## src/hw/cpu_pkg.sv

```systemverilog
package cpu_pkg;

  //////////////////////////////////////////////////
  // Widths fixed by the instruction set
  //////////////////////////////////////////////////
  localparam int data_w     = 16;  // Data path and address width
  localparam int reg_addr_w = 4;   // Register index width
  localparam int num_regs   = 16;  // Registers r0 to r15

  //////////////////////////////////////////////////
  // Opcodes
  //////////////////////////////////////////////////
  localparam logic [3:0] op_add = 4'd0;   // Register add
  localparam logic [3:0] op_sub = 4'd1;   // Register subtract
  localparam logic [3:0] op_xor = 4'd2;
  localparam logic [3:0] op_and = 4'd3;
  localparam logic [3:0] op_or  = 4'd4;
  localparam logic [3:0] op_sll = 4'd5;   // Shift left logical by a 4-bit immediate
  localparam logic [3:0] op_srl = 4'd6;   // Shift right logical by a 4-bit immediate
  localparam logic [3:0] op_sra = 4'd7;   // Shift right arithmetic by a 4-bit immediate
  localparam logic [3:0] op_lw  = 4'd8;   // Load word at base plus offset times two
  localparam logic [3:0] op_sw  = 4'd9;   // Store word at base plus offset times two
  localparam logic [3:0] op_llb = 4'd10;  // Replace the low byte of rd
  localparam logic [3:0] op_lhb = 4'd11;  // Replace the high byte of rd
  localparam logic [3:0] op_pcs = 4'd14;  // Write the next PC to rd
  localparam logic [3:0] op_hlt = 4'd15;  // Halt the processor

  //////////////////////////////////////////////////
  // Instruction formats
  //////////////////////////////////////////////////
  // Register format, where shifts and memory ops treat rt as a 4-bit immediate
  typedef struct packed {
    logic [3:0]            opcode;
    logic [reg_addr_w-1:0] rd;
    logic [reg_addr_w-1:0] rs;
    logic [reg_addr_w-1:0] rt;
  } r_instr_t;

  // Byte load format used by LLB and LHB
  typedef struct packed {
    logic [3:0]            opcode;
    logic [reg_addr_w-1:0] rd;
    logic [7:0]            imm8;
  } i_instr_t;

  // One instruction word seen through both formats
  typedef union packed {
    r_instr_t r;
    i_instr_t i;
  } instr_u;

  //////////////////////////////////////////////////
  // Control bundles carried down the pipeline
  //////////////////////////////////////////////////
  typedef struct packed {
    logic [reg_addr_w-1:0] src1;       // First source register index
    logic [reg_addr_w-1:0] src2;       // Second source register index
    logic [data_w-1:0]     alu_in1;    // First ALU operand
    logic [data_w-1:0]     alu_imm;    // Formed immediate
    logic [data_w-1:0]     src2_data;  // Second source register data
    logic [3:0]            alu_op;     // ALU operation, same code as the opcode
    logic                  alu_src;    // Take the immediate as the second operand
    logic                  z_en;       // Update the Z flag
    logic                  nv_en;      // Update the N and V flags
  } ex_ctrl_t;

  typedef struct packed {
    logic [data_w-1:0] mem_write_data;  // Data to store on SW
    logic              mem_en;          // Data memory access
    logic              mem_write;       // Access is a write
  } mem_ctrl_t;

  typedef struct packed {
    logic [reg_addr_w-1:0] rd;          // Destination register
    logic                  reg_write;   // Write rd at write-back
    logic                  mem_to_reg;  // Write-back data comes from memory
    logic                  hlt;
    logic                  pcs;
  } wb_ctrl_t;

  typedef struct packed {
    logic z;  // Result was zero
    logic n;  // Result was negative
    logic v;  // Signed overflow
  } flags_t;

  // Contents of the EX/MEM register
  typedef struct packed {
    logic [data_w-1:0] alu_out;
    logic [data_w-1:0] pc_next;
    mem_ctrl_t         mem;
    wb_ctrl_t          wb;
  } ex_result_t;

endpackage
```

## src/hw/cpu_id_ex_top.sv

```systemverilog
module cpu_id_ex_top (
  input  logic                            clk,
  input  logic                            rst_n,    // Asynchronous, active low
  input  logic                            flush,    // Bubble the instruction being captured
  input  cpu_pkg::instr_u                 instr,    // Instruction word to decode
  input  logic [cpu_pkg::data_w-1:0]      pc_next,  // Next PC of that instruction
  input  logic                            wb_en,    // Write-back port enable
  input  logic [cpu_pkg::reg_addr_w-1:0]  wb_addr,  // Write-back port register
  input  logic [cpu_pkg::data_w-1:0]      wb_data,  // Write-back port data
  output cpu_pkg::ex_result_t             ex_out,   // EX/MEM register contents
  output cpu_pkg::flags_t                 flags     // Z, N and V flags
);
  import cpu_pkg::*;

  //////////////////////////////////////////////////
  // Decode stage wiring
  //////////////////////////////////////////////////
  logic [reg_addr_w-1:0] rd_addr1;  // Source register indices
  logic [reg_addr_w-1:0] rd_addr2;
  logic [data_w-1:0]     rd_data1;  // Operands read back
  logic [data_w-1:0]     rd_data2;
  ex_ctrl_t              ex_ctrl;   // Bundles into ID/EX
  mem_ctrl_t             mem_ctrl;
  wb_ctrl_t              wb_ctrl;

  // ID/EX outputs into execute
  logic [data_w-1:0]     id_ex_pc_next;
  ex_ctrl_t              id_ex_ex_ctrl;
  mem_ctrl_t             id_ex_mem_ctrl;
  wb_ctrl_t              id_ex_wb_ctrl;

  decode_unit u_decode (
    .instr(instr), .rd_addr1(rd_addr1), .rd_addr2(rd_addr2),
    .rd_data1(rd_data1), .rd_data2(rd_data2),
    .ex_ctrl(ex_ctrl), .mem_ctrl(mem_ctrl), .wb_ctrl(wb_ctrl)
  );

  // The write-back stage reaches the register file through the top-level port
  reg_file u_reg_file (
    .clk(clk), .rst_n(rst_n),
    .rd_addr1(rd_addr1), .rd_addr2(rd_addr2), .rd_data1(rd_data1), .rd_data2(rd_data2),
    .wr_en(wb_en), .wr_addr(wb_addr), .wr_data(wb_data)
  );

  id_ex_pipe_reg u_id_ex (
    .clk(clk), .rst_n(rst_n), .flush(flush), .pc_next(pc_next),
    .ex_ctrl(ex_ctrl), .mem_ctrl(mem_ctrl), .wb_ctrl(wb_ctrl),
    .id_ex_pc_next(id_ex_pc_next), .id_ex_ex_ctrl(id_ex_ex_ctrl),
    .id_ex_mem_ctrl(id_ex_mem_ctrl), .id_ex_wb_ctrl(id_ex_wb_ctrl)
  );

  execute_unit u_execute (
    .clk(clk), .rst_n(rst_n), .pc_next(id_ex_pc_next),
    .ex_ctrl(id_ex_ex_ctrl), .mem_ctrl(id_ex_mem_ctrl), .wb_ctrl(id_ex_wb_ctrl),
    .ex_out(ex_out), .flags(flags)
  );

endmodule

```

## src/hw/execute_unit.sv

```systemverilog
module execute_unit (
  input  logic                        clk,
  input  logic                        rst_n,     // Asynchronous, active low
  input  logic [cpu_pkg::data_w-1:0]  pc_next,   // Next PC from ID/EX, the PCS result
  input  cpu_pkg::ex_ctrl_t           ex_ctrl,   // ALU operands and controls
  input  cpu_pkg::mem_ctrl_t          mem_ctrl,  // Passed on to EX/MEM
  input  cpu_pkg::wb_ctrl_t           wb_ctrl,   // Passed on to EX/MEM
  output cpu_pkg::ex_result_t         ex_out,    // EX/MEM register
  output cpu_pkg::flags_t             flags      // Z, N and V flag register
);
  import cpu_pkg::*;

  logic [data_w-1:0] op_a;     // First ALU operand
  logic [data_w-1:0] op_b;     // Second operand, register or immediate
  logic [data_w-1:0] sum;      // op_a plus op_b
  logic [data_w-1:0] diff;     // op_a minus op_b
  logic              ovf;      // Signed overflow of add or sub
  logic [data_w-1:0] alu_res;  // ALU result

  assign op_a = ex_ctrl.alu_in1;
  assign op_b = ex_ctrl.alu_src ? ex_ctrl.alu_imm : ex_ctrl.src2_data;
  assign sum  = op_a + op_b;
  assign diff = op_a - op_b;

  //////////////////////////////////////////////////
  // ALU
  //////////////////////////////////////////////////
  always_comb begin
    alu_res = '0;
    ovf     = 1'b0;
    unique case (ex_ctrl.alu_op)
      op_add: begin
        alu_res = sum;
        ovf     = (op_a[15] == op_b[15]) && (sum[15] != op_a[15]);  // Like signs, sign changed
      end
      op_sub: begin
        alu_res = diff;
        ovf     = (op_a[15] != op_b[15]) && (diff[15] != op_a[15]);  // Unlike signs, sign changed
      end
      op_xor:        alu_res = op_a ^ op_b;
      op_and:        alu_res = op_a & op_b;
      op_or:         alu_res = op_a | op_b;
      op_sll:        alu_res = op_a << op_b[3:0];
      op_srl:        alu_res = op_a >> op_b[3:0];
      op_sra:        alu_res = $signed(op_a) >>> op_b[3:0];
      op_lw, op_sw:  alu_res = sum;                        // Effective address
      op_llb:        alu_res = {op_a[15:8], op_b[7:0]};    // Low byte replaced
      op_lhb:        alu_res = {op_b[7:0], op_a[7:0]};     // High byte replaced
      op_pcs:        alu_res = pc_next;
      default:       alu_res = '0;                         // HLT and unused codes
    endcase
  end

  //////////////////////////////////////////////////
  // Flag and EX/MEM registers, same edge
  //////////////////////////////////////////////////
  always_ff @(posedge clk or negedge rst_n) begin
    if (!rst_n) begin
      flags <= '0;
    end else begin
      if (ex_ctrl.z_en)
        flags.z <= (alu_res == '0);
      if (ex_ctrl.nv_en) begin
        flags.n <= alu_res[15];  // Sign of the result
        flags.v <= ovf;
      end
    end
  end

  always_ff @(posedge clk or negedge rst_n) begin
    if (!rst_n) begin
      ex_out <= '0;
    end else begin
      ex_out.alu_out <= alu_res;
      ex_out.pc_next <= pc_next;
      ex_out.mem     <= mem_ctrl;
      ex_out.wb      <= wb_ctrl;
    end
  end

endmodule

```

## src/hw/id_ex_pipe_reg.sv

```systemverilog
module id_ex_pipe_reg (
  input  logic                        clk,
  input  logic                        rst_n,           // Asynchronous, active low
  input  logic                        flush,           // Turn the captured instruction into a bubble
  input  logic [cpu_pkg::data_w-1:0]  pc_next,         // Next PC from the fetch side
  input  cpu_pkg::ex_ctrl_t           ex_ctrl,         // Execute controls from decode
  input  cpu_pkg::mem_ctrl_t          mem_ctrl,        // Memory controls from decode
  input  cpu_pkg::wb_ctrl_t           wb_ctrl,         // Write-back controls from decode
  output logic [cpu_pkg::data_w-1:0]  id_ex_pc_next,   // Registered next PC
  output cpu_pkg::ex_ctrl_t           id_ex_ex_ctrl,   // Registered execute controls
  output cpu_pkg::mem_ctrl_t          id_ex_mem_ctrl,  // Registered memory controls
  output cpu_pkg::wb_ctrl_t           id_ex_wb_ctrl    // Registered write-back controls
);

  //////////////////////////////////////////////////
  // Next PC, loaded every cycle and kept on flush
  //////////////////////////////////////////////////
  always_ff @(posedge clk or negedge rst_n) begin
    if (!rst_n)
      id_ex_pc_next <= '0;
    else
      id_ex_pc_next <= pc_next;
  end

  //////////////////////////////////////////////////
  // Control bundles
  //////////////////////////////////////////////////
  // A zero bundle writes nothing, touches no memory and enables no flag
  always_ff @(posedge clk or negedge rst_n) begin
    if (!rst_n) begin
      id_ex_ex_ctrl  <= '0;
      id_ex_mem_ctrl <= '0;
      id_ex_wb_ctrl  <= '0;
    end else if (flush) begin
      id_ex_ex_ctrl  <= '0;  // Bubble in place of the instruction
      id_ex_mem_ctrl <= '0;
      id_ex_wb_ctrl  <= '0;
    end else begin
      id_ex_ex_ctrl  <= ex_ctrl;
      id_ex_mem_ctrl <= mem_ctrl;
      id_ex_wb_ctrl  <= wb_ctrl;
    end
  end

endmodule

```

## src/hw/decode_unit.sv

```systemverilog
module decode_unit (
  input  cpu_pkg::instr_u                  instr,     // Instruction word from IF/ID
  output logic [cpu_pkg::reg_addr_w-1:0]   rd_addr1,  // Register file read port 1 address
  output logic [cpu_pkg::reg_addr_w-1:0]   rd_addr2,  // Register file read port 2 address
  input  logic [cpu_pkg::data_w-1:0]       rd_data1,  // Register file read port 1 data
  input  logic [cpu_pkg::data_w-1:0]       rd_data2,  // Register file read port 2 data
  output cpu_pkg::ex_ctrl_t                ex_ctrl,   // Execute stage controls
  output cpu_pkg::mem_ctrl_t               mem_ctrl,  // Memory stage controls
  output cpu_pkg::wb_ctrl_t                wb_ctrl    // Write-back stage controls
);
  import cpu_pkg::*;

  logic [3:0]        opcode;   // Opcode field, common to both formats
  logic              is_shift; // SLL, SRL or SRA
  logic              is_mem;   // LW or SW
  logic              is_byte;  // LLB or LHB
  logic [data_w-1:0] imm;      // Immediate after extension

  assign opcode   = instr.r.opcode;
  assign is_shift = (opcode == op_sll) || (opcode == op_srl) || (opcode == op_sra);
  assign is_mem   = (opcode == op_lw) || (opcode == op_sw);
  assign is_byte  = (opcode == op_llb) || (opcode == op_lhb);

  //////////////////////////////////////////////////
  // Register selection
  //////////////////////////////////////////////////
  // Byte loads modify rd in place, so rd is read as the first operand
  assign rd_addr1 = is_byte ? instr.i.rd : instr.r.rs;

  // A store keeps its data register in the rd field, since rt holds the offset
  assign rd_addr2 = (opcode == op_sw) ? instr.r.rd : instr.r.rt;

  //////////////////////////////////////////////////
  // Immediate formation
  //////////////////////////////////////////////////
  always_comb begin
    if (is_shift) begin
      imm = {{(data_w-4){1'b0}}, instr.r.rt};  // Shift amount is unsigned
    end else if (is_mem) begin
      // Signed word offset turned into a byte offset
      imm = {{(data_w-5){instr.r.rt[3]}}, instr.r.rt, 1'b0};
    end else if (is_byte) begin
      imm = {{(data_w-8){1'b0}}, instr.i.imm8};  // Byte value for LLB or LHB
    end else begin
      imm = '0;
    end
  end

  //////////////////////////////////////////////////
  // Control bundles
  //////////////////////////////////////////////////
  always_comb begin
    ex_ctrl.src1      = rd_addr1;
    ex_ctrl.src2      = rd_addr2;
    ex_ctrl.alu_in1   = rd_data1;
    ex_ctrl.alu_imm   = imm;
    ex_ctrl.src2_data = rd_data2;
    ex_ctrl.alu_op    = opcode;                   // ALU uses the opcode encoding directly
    ex_ctrl.alu_src   = is_shift | is_mem | is_byte;
    ex_ctrl.z_en      = (opcode <= op_sra);       // Every arithmetic, logic and shift op
    ex_ctrl.nv_en     = (opcode == op_add) || (opcode == op_sub);

    // Only a store carries data toward memory
    mem_ctrl.mem_write_data = (opcode == op_sw) ? rd_data2 : '0;
    mem_ctrl.mem_en         = is_mem;
    mem_ctrl.mem_write      = (opcode == op_sw);

    wb_ctrl.rd         = instr.r.rd;
    wb_ctrl.mem_to_reg = (opcode == op_lw);
    wb_ctrl.hlt        = (opcode == op_hlt);
    wb_ctrl.pcs        = (opcode == op_pcs);

    // Codes 12 and 13 and the SW and HLT ops leave the register file alone
    unique case (opcode)
      op_add, op_sub, op_xor, op_and, op_or,
      op_sll, op_srl, op_sra, op_lw,
      op_llb, op_lhb, op_pcs: wb_ctrl.reg_write = 1'b1;
      default:                wb_ctrl.reg_write = 1'b0;
    endcase
  end

endmodule

```

## src/hw/reg_file.sv

```systemverilog
module reg_file (
  input  logic                            clk,
  input  logic                            rst_n,     // Asynchronous, active low
  input  logic [cpu_pkg::reg_addr_w-1:0]  rd_addr1,
  input  logic [cpu_pkg::reg_addr_w-1:0]  rd_addr2,
  output logic [cpu_pkg::data_w-1:0]      rd_data1,
  output logic [cpu_pkg::data_w-1:0]      rd_data2,
  input  logic                            wr_en,     // Write-back port enable
  input  logic [cpu_pkg::reg_addr_w-1:0]  wr_addr,
  input  logic [cpu_pkg::data_w-1:0]      wr_data
);
  import cpu_pkg::*;

  logic [data_w-1:0] regs [num_regs];  // Register array
  logic              wr_ok;            // Write that is not aimed at r0

  assign wr_ok = wr_en && (wr_addr != '0);

  // Writes land at the clock edge
  always_ff @(posedge clk or negedge rst_n) begin
    if (!rst_n) begin
      for (int i = 0; i < num_regs; i++) begin
        regs[i] <= '0;
      end
    end else if (wr_ok) begin
      regs[wr_addr] <= wr_data;
    end
  end

  // Reads are combinational, and r0 is forced to zero
  // A write in the same cycle is passed straight to a matching read
  always_comb begin
    if (rd_addr1 == '0)
      rd_data1 = '0;
    else if (wr_ok && (wr_addr == rd_addr1))
      rd_data1 = wr_data;                   // Write-through bypass
    else
      rd_data1 = regs[rd_addr1];

    if (rd_addr2 == '0)
      rd_data2 = '0;
    else if (wr_ok && (wr_addr == rd_addr2))
      rd_data2 = wr_data;
    else
      rd_data2 = regs[rd_addr2];
  end

endmodule

```

## config.mk

```make
export PLATFORM = sky130hd
export DESIGN_NAME = cpu_id_ex_top
export DESIGN_NICKNAME = d
export VERILOG_FILES = /design/src/hw/cpu_pkg.sv /design/src/hw/cpu_id_ex_top.sv /design/src/hw/execute_unit.sv /design/src/hw/id_ex_pipe_reg.sv /design/src/hw/decode_unit.sv /design/src/hw/reg_file.sv
export SDC_FILE = /design/constraint.sdc
export NUM_CORES = 1
export LEC_CHECK = 0
export BUFFER_PORTS_ARGS = -buffer_cell sky130_fd_sc_hd__buf_4
export CAP_MARGIN = 10
export CORE_MARGIN = 8
export CORE_UTILIZATION = 55
export DETAILED_ROUTE_END_ITERATION = 6
export HOLD_SLACK_MARGIN = 0.1
export PLACE_DENSITY = 0.76
export RECOVER_POWER = 25
export SYNTH_ARGS = -nofsm -noshare
export SYNTH_HDL_FRONTEND = slang
export SYNTH_SLANG_ARGS = --single-unit
```

## constraint.sdc

```tcl
create_clock -name clk -period 4.5 [get_ports clk]
set_clock_uncertainty 0.2 [all_clocks]
set_input_delay 0.675 -clock clk [delete_from_list [all_inputs] [get_ports clk]]
set_output_delay 0.675 -clock clk [all_outputs]
set_load 0.01 [all_outputs]
```

[After elaboration in Yosys (flattened, before gate mapping)]
Memory sizes are Yosys's and may differ from the RTL's.
Index checks and enable logic that the tools add are counted.
Word-level totals
  bits in registers: 414
  bits in latches: 0
  RAM bits: 0
  memory bits (read-only): 16
  bits of input ports: 56
  output and inout bits: 61
  logic and storage cells: 135
  memories: 1
Memory list
  (name not given): depth 16, width 1, read ports 1, clocked after memory_dff 0, write ports 0, line decode_unit.sv:74  | unique case (opcode)
Operators by class
  $add $sub $neg: 2
  multipliers: 0
  div/mod/pow operators: 0
  order comparisons: 5
  equality and inequality tests: 28
  shifts and indexed selects: 3
  mux-type cells: 25
  bitwise gates (word level): 8
  reductions and logical operators: 18
Operator list (number)
  bitwise mux 256 bit: 1
  2-to-1 mux 16 bit: 13
  one-hot mux 16 bit (11 select lines): 1
  binary-select mux 16 bit (select 4 bit): 2
  demux 16 bit (select 4 bit): 1
  2-to-1 mux 55 bit: 1
  equality test 4 bit (second input constant): 11
  equality test 4 x 3 -> 1 bit (second input constant): 7
  2-to-1 mux 18 bit: 1
  adder 16 bit: 1
  AND 16 bit: 1
  zero test 16 bit: 1
  zero test 4 bit: 4
  2-to-1 mux 8 bit: 2
  OR 16 bit: 1
  left shift 16 x 4 -> 16 bit: 1
  right shift 16 x 4 -> 16 bit: 1
  >>> shifter 16 x 4 -> 16 bit: 1
  subtractor 16 bit: 1
  XOR 16 bit: 1
  >= comparator 5 bit (second input constant): 3
  inverter 4 -> 5 bit: 3
  equality test 4 x 1 -> 1 bit (second input constant): 2
  equality test 4 x 2 -> 1 bit (second input constant): 2
  12 further kinds: 26

[Logic depth before layout (Yosys ltp)]
  word-level depth: 10
  gate-level depth with buffers: 17
  gate-level depth less buffers: 14

[By module]
From an unflattened synthesis, not the netlist that was laid out.
Unflattened totals
  cells, all modules: 2145
  area, all modules: 24841.3 µm²
Modules (own cells, without submodules)
  reg_file: instances 1, cells each 1050, area each 14154.8 µm², sequential area each 6406.1 µm²
  execute_unit: instances 1, cells each 773, area each 6568.8 µm², sequential area each 1526.5 µm²
  id_ex_pipe_reg: instances 1, cells each 203, area each 3238.1 µm², sequential area each 2627.5 µm²
  decode_unit: instances 1, cells each 119, area each 879.6 µm², sequential area each 0.0 µm²

[Worst setup path after synthesis]
Ideal clock, no wire load.
  path type: register -> register
  start: reg, netlist name u_id_ex.id_ex_ex_ctrl[2]
  end: reg, netlist name u_execute.flags[2]
  setup time: 0.103 ns
  data arrival time: 4.023 ns
  slack: 0.173 ns
  cell stages (with the launch flop): 16
  buffers on the path: 4
  clock period less this slack: 4.327 ns
  cell sequence: dfrtp_1 > buf_6 > buf_2 > mux2i_4 > buf_2 > buf_1 > ha_1 > nor2b_1 > a221o_1 > o2111a_1 > o41ai_2 > o21ai_1 > xor2_1 > a221oi_1 > nand4b_1 > o41ai_2
Between the ends
  cells in the longest elaborated chain, start to end: 4
  elaborated cells between the ends (all ways): 11
Ends and longest elaborated chain
  2-to-1 mux 16 bit (*): line execute_unit.sv:21  | assign op_b = ex_ctrl.alu_src ? ex_ctrl.alu_imm : ex_ctrl.src2_data;
  adder 16 bit, or another cell as far along: line execute_unit.sv:22  | assign sum = op_a + op_b;
  one-hot mux 16 bit (11 select lines) (*): line execute_unit.sv:31  | unique case (ex_ctrl.alu_op)
  zero test 16 bit (*): line execute_unit.sv:62  | flags.z <= (alu_res == '0);
Mark *: on every way between the ends. The rest lies on a longest branch, timed or not.
A chain may end at the register's enable or synchronous reset.

[Worst setup path after layout]
  start: reg, netlist name u_id_ex.id_ex_ex_ctrl[2]
  end: reg, netlist name u_execute.flags[2]
Between the ends
  cells in the longest elaborated chain, start to end: 4
  elaborated cells between the ends (all ways): 11
Ends and longest elaborated chain
  2-to-1 mux 16 bit (*): line execute_unit.sv:21
  adder 16 bit, or another cell as far along: line execute_unit.sv:22
  one-hot mux 16 bit (11 select lines) (*): line execute_unit.sv:31
  via u_execute.alu_res[10]: line execute_unit.sv:18  | logic [data_w-1:0] alu_res;
  zero test 16 bit (*): line execute_unit.sv:62
Mark *: on every way through the listed nets, which the timed path passes. The rest lies on a longest branch.

==> run metrics <==
Synth Instances=2,558; commonest non-fill, non-tap cell in the layout=nand2_1; Final min period=4420 ps; hold bufs inserted after CTS=19; WL met3=8720 um; DRC=0; Final setup viols=0; clock share of power=0.343; share of cells above drive strength 1=0.217; hold crit path type=in2reg; initial antenna violation count=2; via density per instance=6.63; Max H-tree Level=2; Max Used Layer=met5; critical path type=reg2reg; TNS Setup=0 ps; aggregate global routing overflow=0; WL/cell=25.4 um; Rows=76; asr flop ratio synth=1.00; syn avg cell area=9.23 sq um; largest net degree at the start of global routing=120; switching power total=3.71 mW; combinational power share=0.247; iteration-0 DRC count of the detailed router=2,725; EDFF count, synth=0; first-pass GRT wire length=126,000 um; post-CTS setup buffer count=0; syn_nets=2,675; CP Launch Type=flip-flop; Antenna Nets Post-Route=0; total track usage=0.321; Rel. slew slack=-1.06; CP endpoint kind=flip-flop; final worst path period share=0.982; CTS Sinks=407; internal power=7.97 mW; final hold violation count=0; port buffer count=116; Slew @ Worst Pin=3080 ps; CTS tree=built; Static Leak=12.1 nW; top_reg_cell synth=dfrtp_1; fmax=226 MHz; Post-Route WL=81,500 um; die area=49,800 sq um; commonest cells after routing, fill and taps aside=nand2_1 (589), dfrtp_1 (407), mux2_2 (247), nand3_1 (214), buf_4 (175); Arrival @ worst endpoint=4720 ps; Clock Tree Buf Depth=3; nets=2,742; synthesized flop and latch total=407; PwrDens=430 nW/um^2; core footprint=42,700 sq um; Final Power=11.7 mW; Pre-antenna DRT Iters=6; wl on met1=31,600 um; CP Max Fanout=9; failing checks=capacitance limit, slew limit; Root Buffer=clkbuf_16; Initial Util=0.553; wire length on met2=37,600 um; area of the mapped netlist=23,600 sq um; sequential share of the synthesized area=0.431; Net Sw Frac=0.318; clk slew on worst S/H paths=70 ps; routed via count=21,263; Die X-Extent=223 um; count of cell types in the netlist=83; Resized cells post-CTS=0; total CTS buffers=44; Reg power frac=0.410; RSZ-0062 raised after global routing=no; maxcap violations=9; yosys warns=0; Crit path required time=4800 ps; Detailed Place HPWL=53,900 um; worst-skew pair later-pin latency=610 ps; Final Max Slew Viols=253; status=finished with violations; Area Overhead vs Synth=15.2%; Die H=223 um; IO Count=117; worst vdd ir=0.000434 V; GP Congestion=0.997; vias in the first global route=21,167
synth_stat cells, drive strengths merged, types with 9 or more instances:
| cell | n | area share |
|---|---|---|
| mux2 | 250 | 0.12 |
| o21ai | 33 | 0.0070 |
| mux2i | 64 | 0.030 |
| buf | 67 | 0.014 |
| and2 | 21 | 0.0056 |
| xnor2 | 13 | 0.0048 |
| inv | 61 | 0.0098 |
| nand2 | 589 | 0.094 |
| a221oi | 9 | 0.0033 |
| nor2 | 85 | 0.014 |
| and3 | 49 | 0.013 |
| a22oi | 12 | 0.0038 |
| nor3 | 29 | 0.0061 |
| a311oi | 98 | 0.036 |
| nor2b | 19 | 0.0050 |
| nor4 | 11 | 0.0032 |
| o22ai | 12 | 0.0032 |
| dfrtp | 407 | 0.43 |
| a21oi | 98 | 0.021 |
| ha | 59 | 0.031 |
| a211o | 20 | 0.0074 |
| nand3 | 214 | 0.045 |
| clkbuf | 152 | 0.024 |
| nand2b | 13 | 0.0034 |
| a31oi | 25 | 0.0066 |
routing by layer:
layer  up-vias  track usage
met4         4        0.141
met5         -            0
met2      1378        0.511
li1       9200            -
met1     10415        0.421
met3       266       0.0671
critical path: stages, from the launching register on:
cell and delay (ps):
dfrtp_1 500, buf_4 230, clkinv_1 390, a21oi_1 450, ha_1 380, nor2_1 170, nand2_1 70, a21oi_1 240
nor3_1 110, a221o_1 360, a211o_1 330, nor4_1 400, nand4b_1 170, o41ai_2 300
flip-flops by register name, summed over array words and instances, names as in the netlist:
name / count
u_id_ex.id_ex_pc_next: 16
u_reg_file.regs: 256
u_id_ex.id_ex_wb_ctrl: 8
u_execute.flags: 3
u_id_ex.id_ex_ex_ctrl: 48
u_execute.ex_out: 58
u_id_ex.id_ex_mem_ctrl: 18
final cells by class:
cell class,instances,area [sq um]
fill,3415,15500
tap,546,683
inverter,63,239
clock buffer,58,1250
antenna,1,2.50
multi-input combinational,1869,12500
sequential,407,10200
timing repair buffer,240,2010
clock inverter,22,364
kinds of logic (layout without fill, tap and decap cells):
kind of cell | Yosys count | count (layout) | share of synthesized area
AO/OA/AOI/OAI | 404 | 404 | 0.125
XOR/XNOR | 19 | 19 | 0.00705
adder cells (fa/ha/maj) | 62 | 62 | 0.0334
buffers and inverters | 282 | 383 | 0.0479
flip-flops | 407 | 407 | 0.431
multiplexers | 320 | 320 | 0.155
other | 0 | 1 | 0
AND/OR/NAND/NOR | 1064 | 1064 | 0.200
power by group through the flow:
stage	clock [mW]	combinational, mW	sequential (mW)
4_1_cts	4.04	2.84	4.76
6_report	4.01	2.88	4.79
3_3_place_gp	0	2.75	4.79
3_5_place_dp	0	2.81	4.82
2_1_floorplan	0	1.89	4.68
5_1_grt	4.17	3.12	4.85
path summary, 6_finish.rpt:
path                                          startpoint                        end  slack [ps]  cells past startpoint
worst max-delay path            u_id_ex.id_ex_ex_ctrl[2]         u_execute.flags[2]          80                     13
worst min-delay path                           instr[14]  u_id_ex.id_ex_mem_ctrl[0]         130                      2
worst max register to register  u_id_ex.id_ex_ex_ctrl[2]         u_execute.flags[2]          80                     13
worst min register to register  u_id_ex.id_ex_wb_ctrl[5]        u_execute.ex_out[5]         140                      0
max in group asynchronous                          rst_n        u_reg_file.regs[44]         870                      2
min in group asynchronous                          rst_n       u_execute.ex_out[34]        1450                      2
per-stage QoR:
stage               setup WS (ps)  std cells  instance area, sq um   util  hold WS (ps)
finish                       80.3       3206                 27200  0.637           132
floorplan                     173       2558                 23600      -           131
CTS                           238       3205                 27200  0.638           124
detailed placement            233       3106                 25400  0.596           135
global route                 6.58       3205                 27200  0.637           149
global placement              382       3106                 25400  0.596           132
Power figures use the tool's default switching activity.
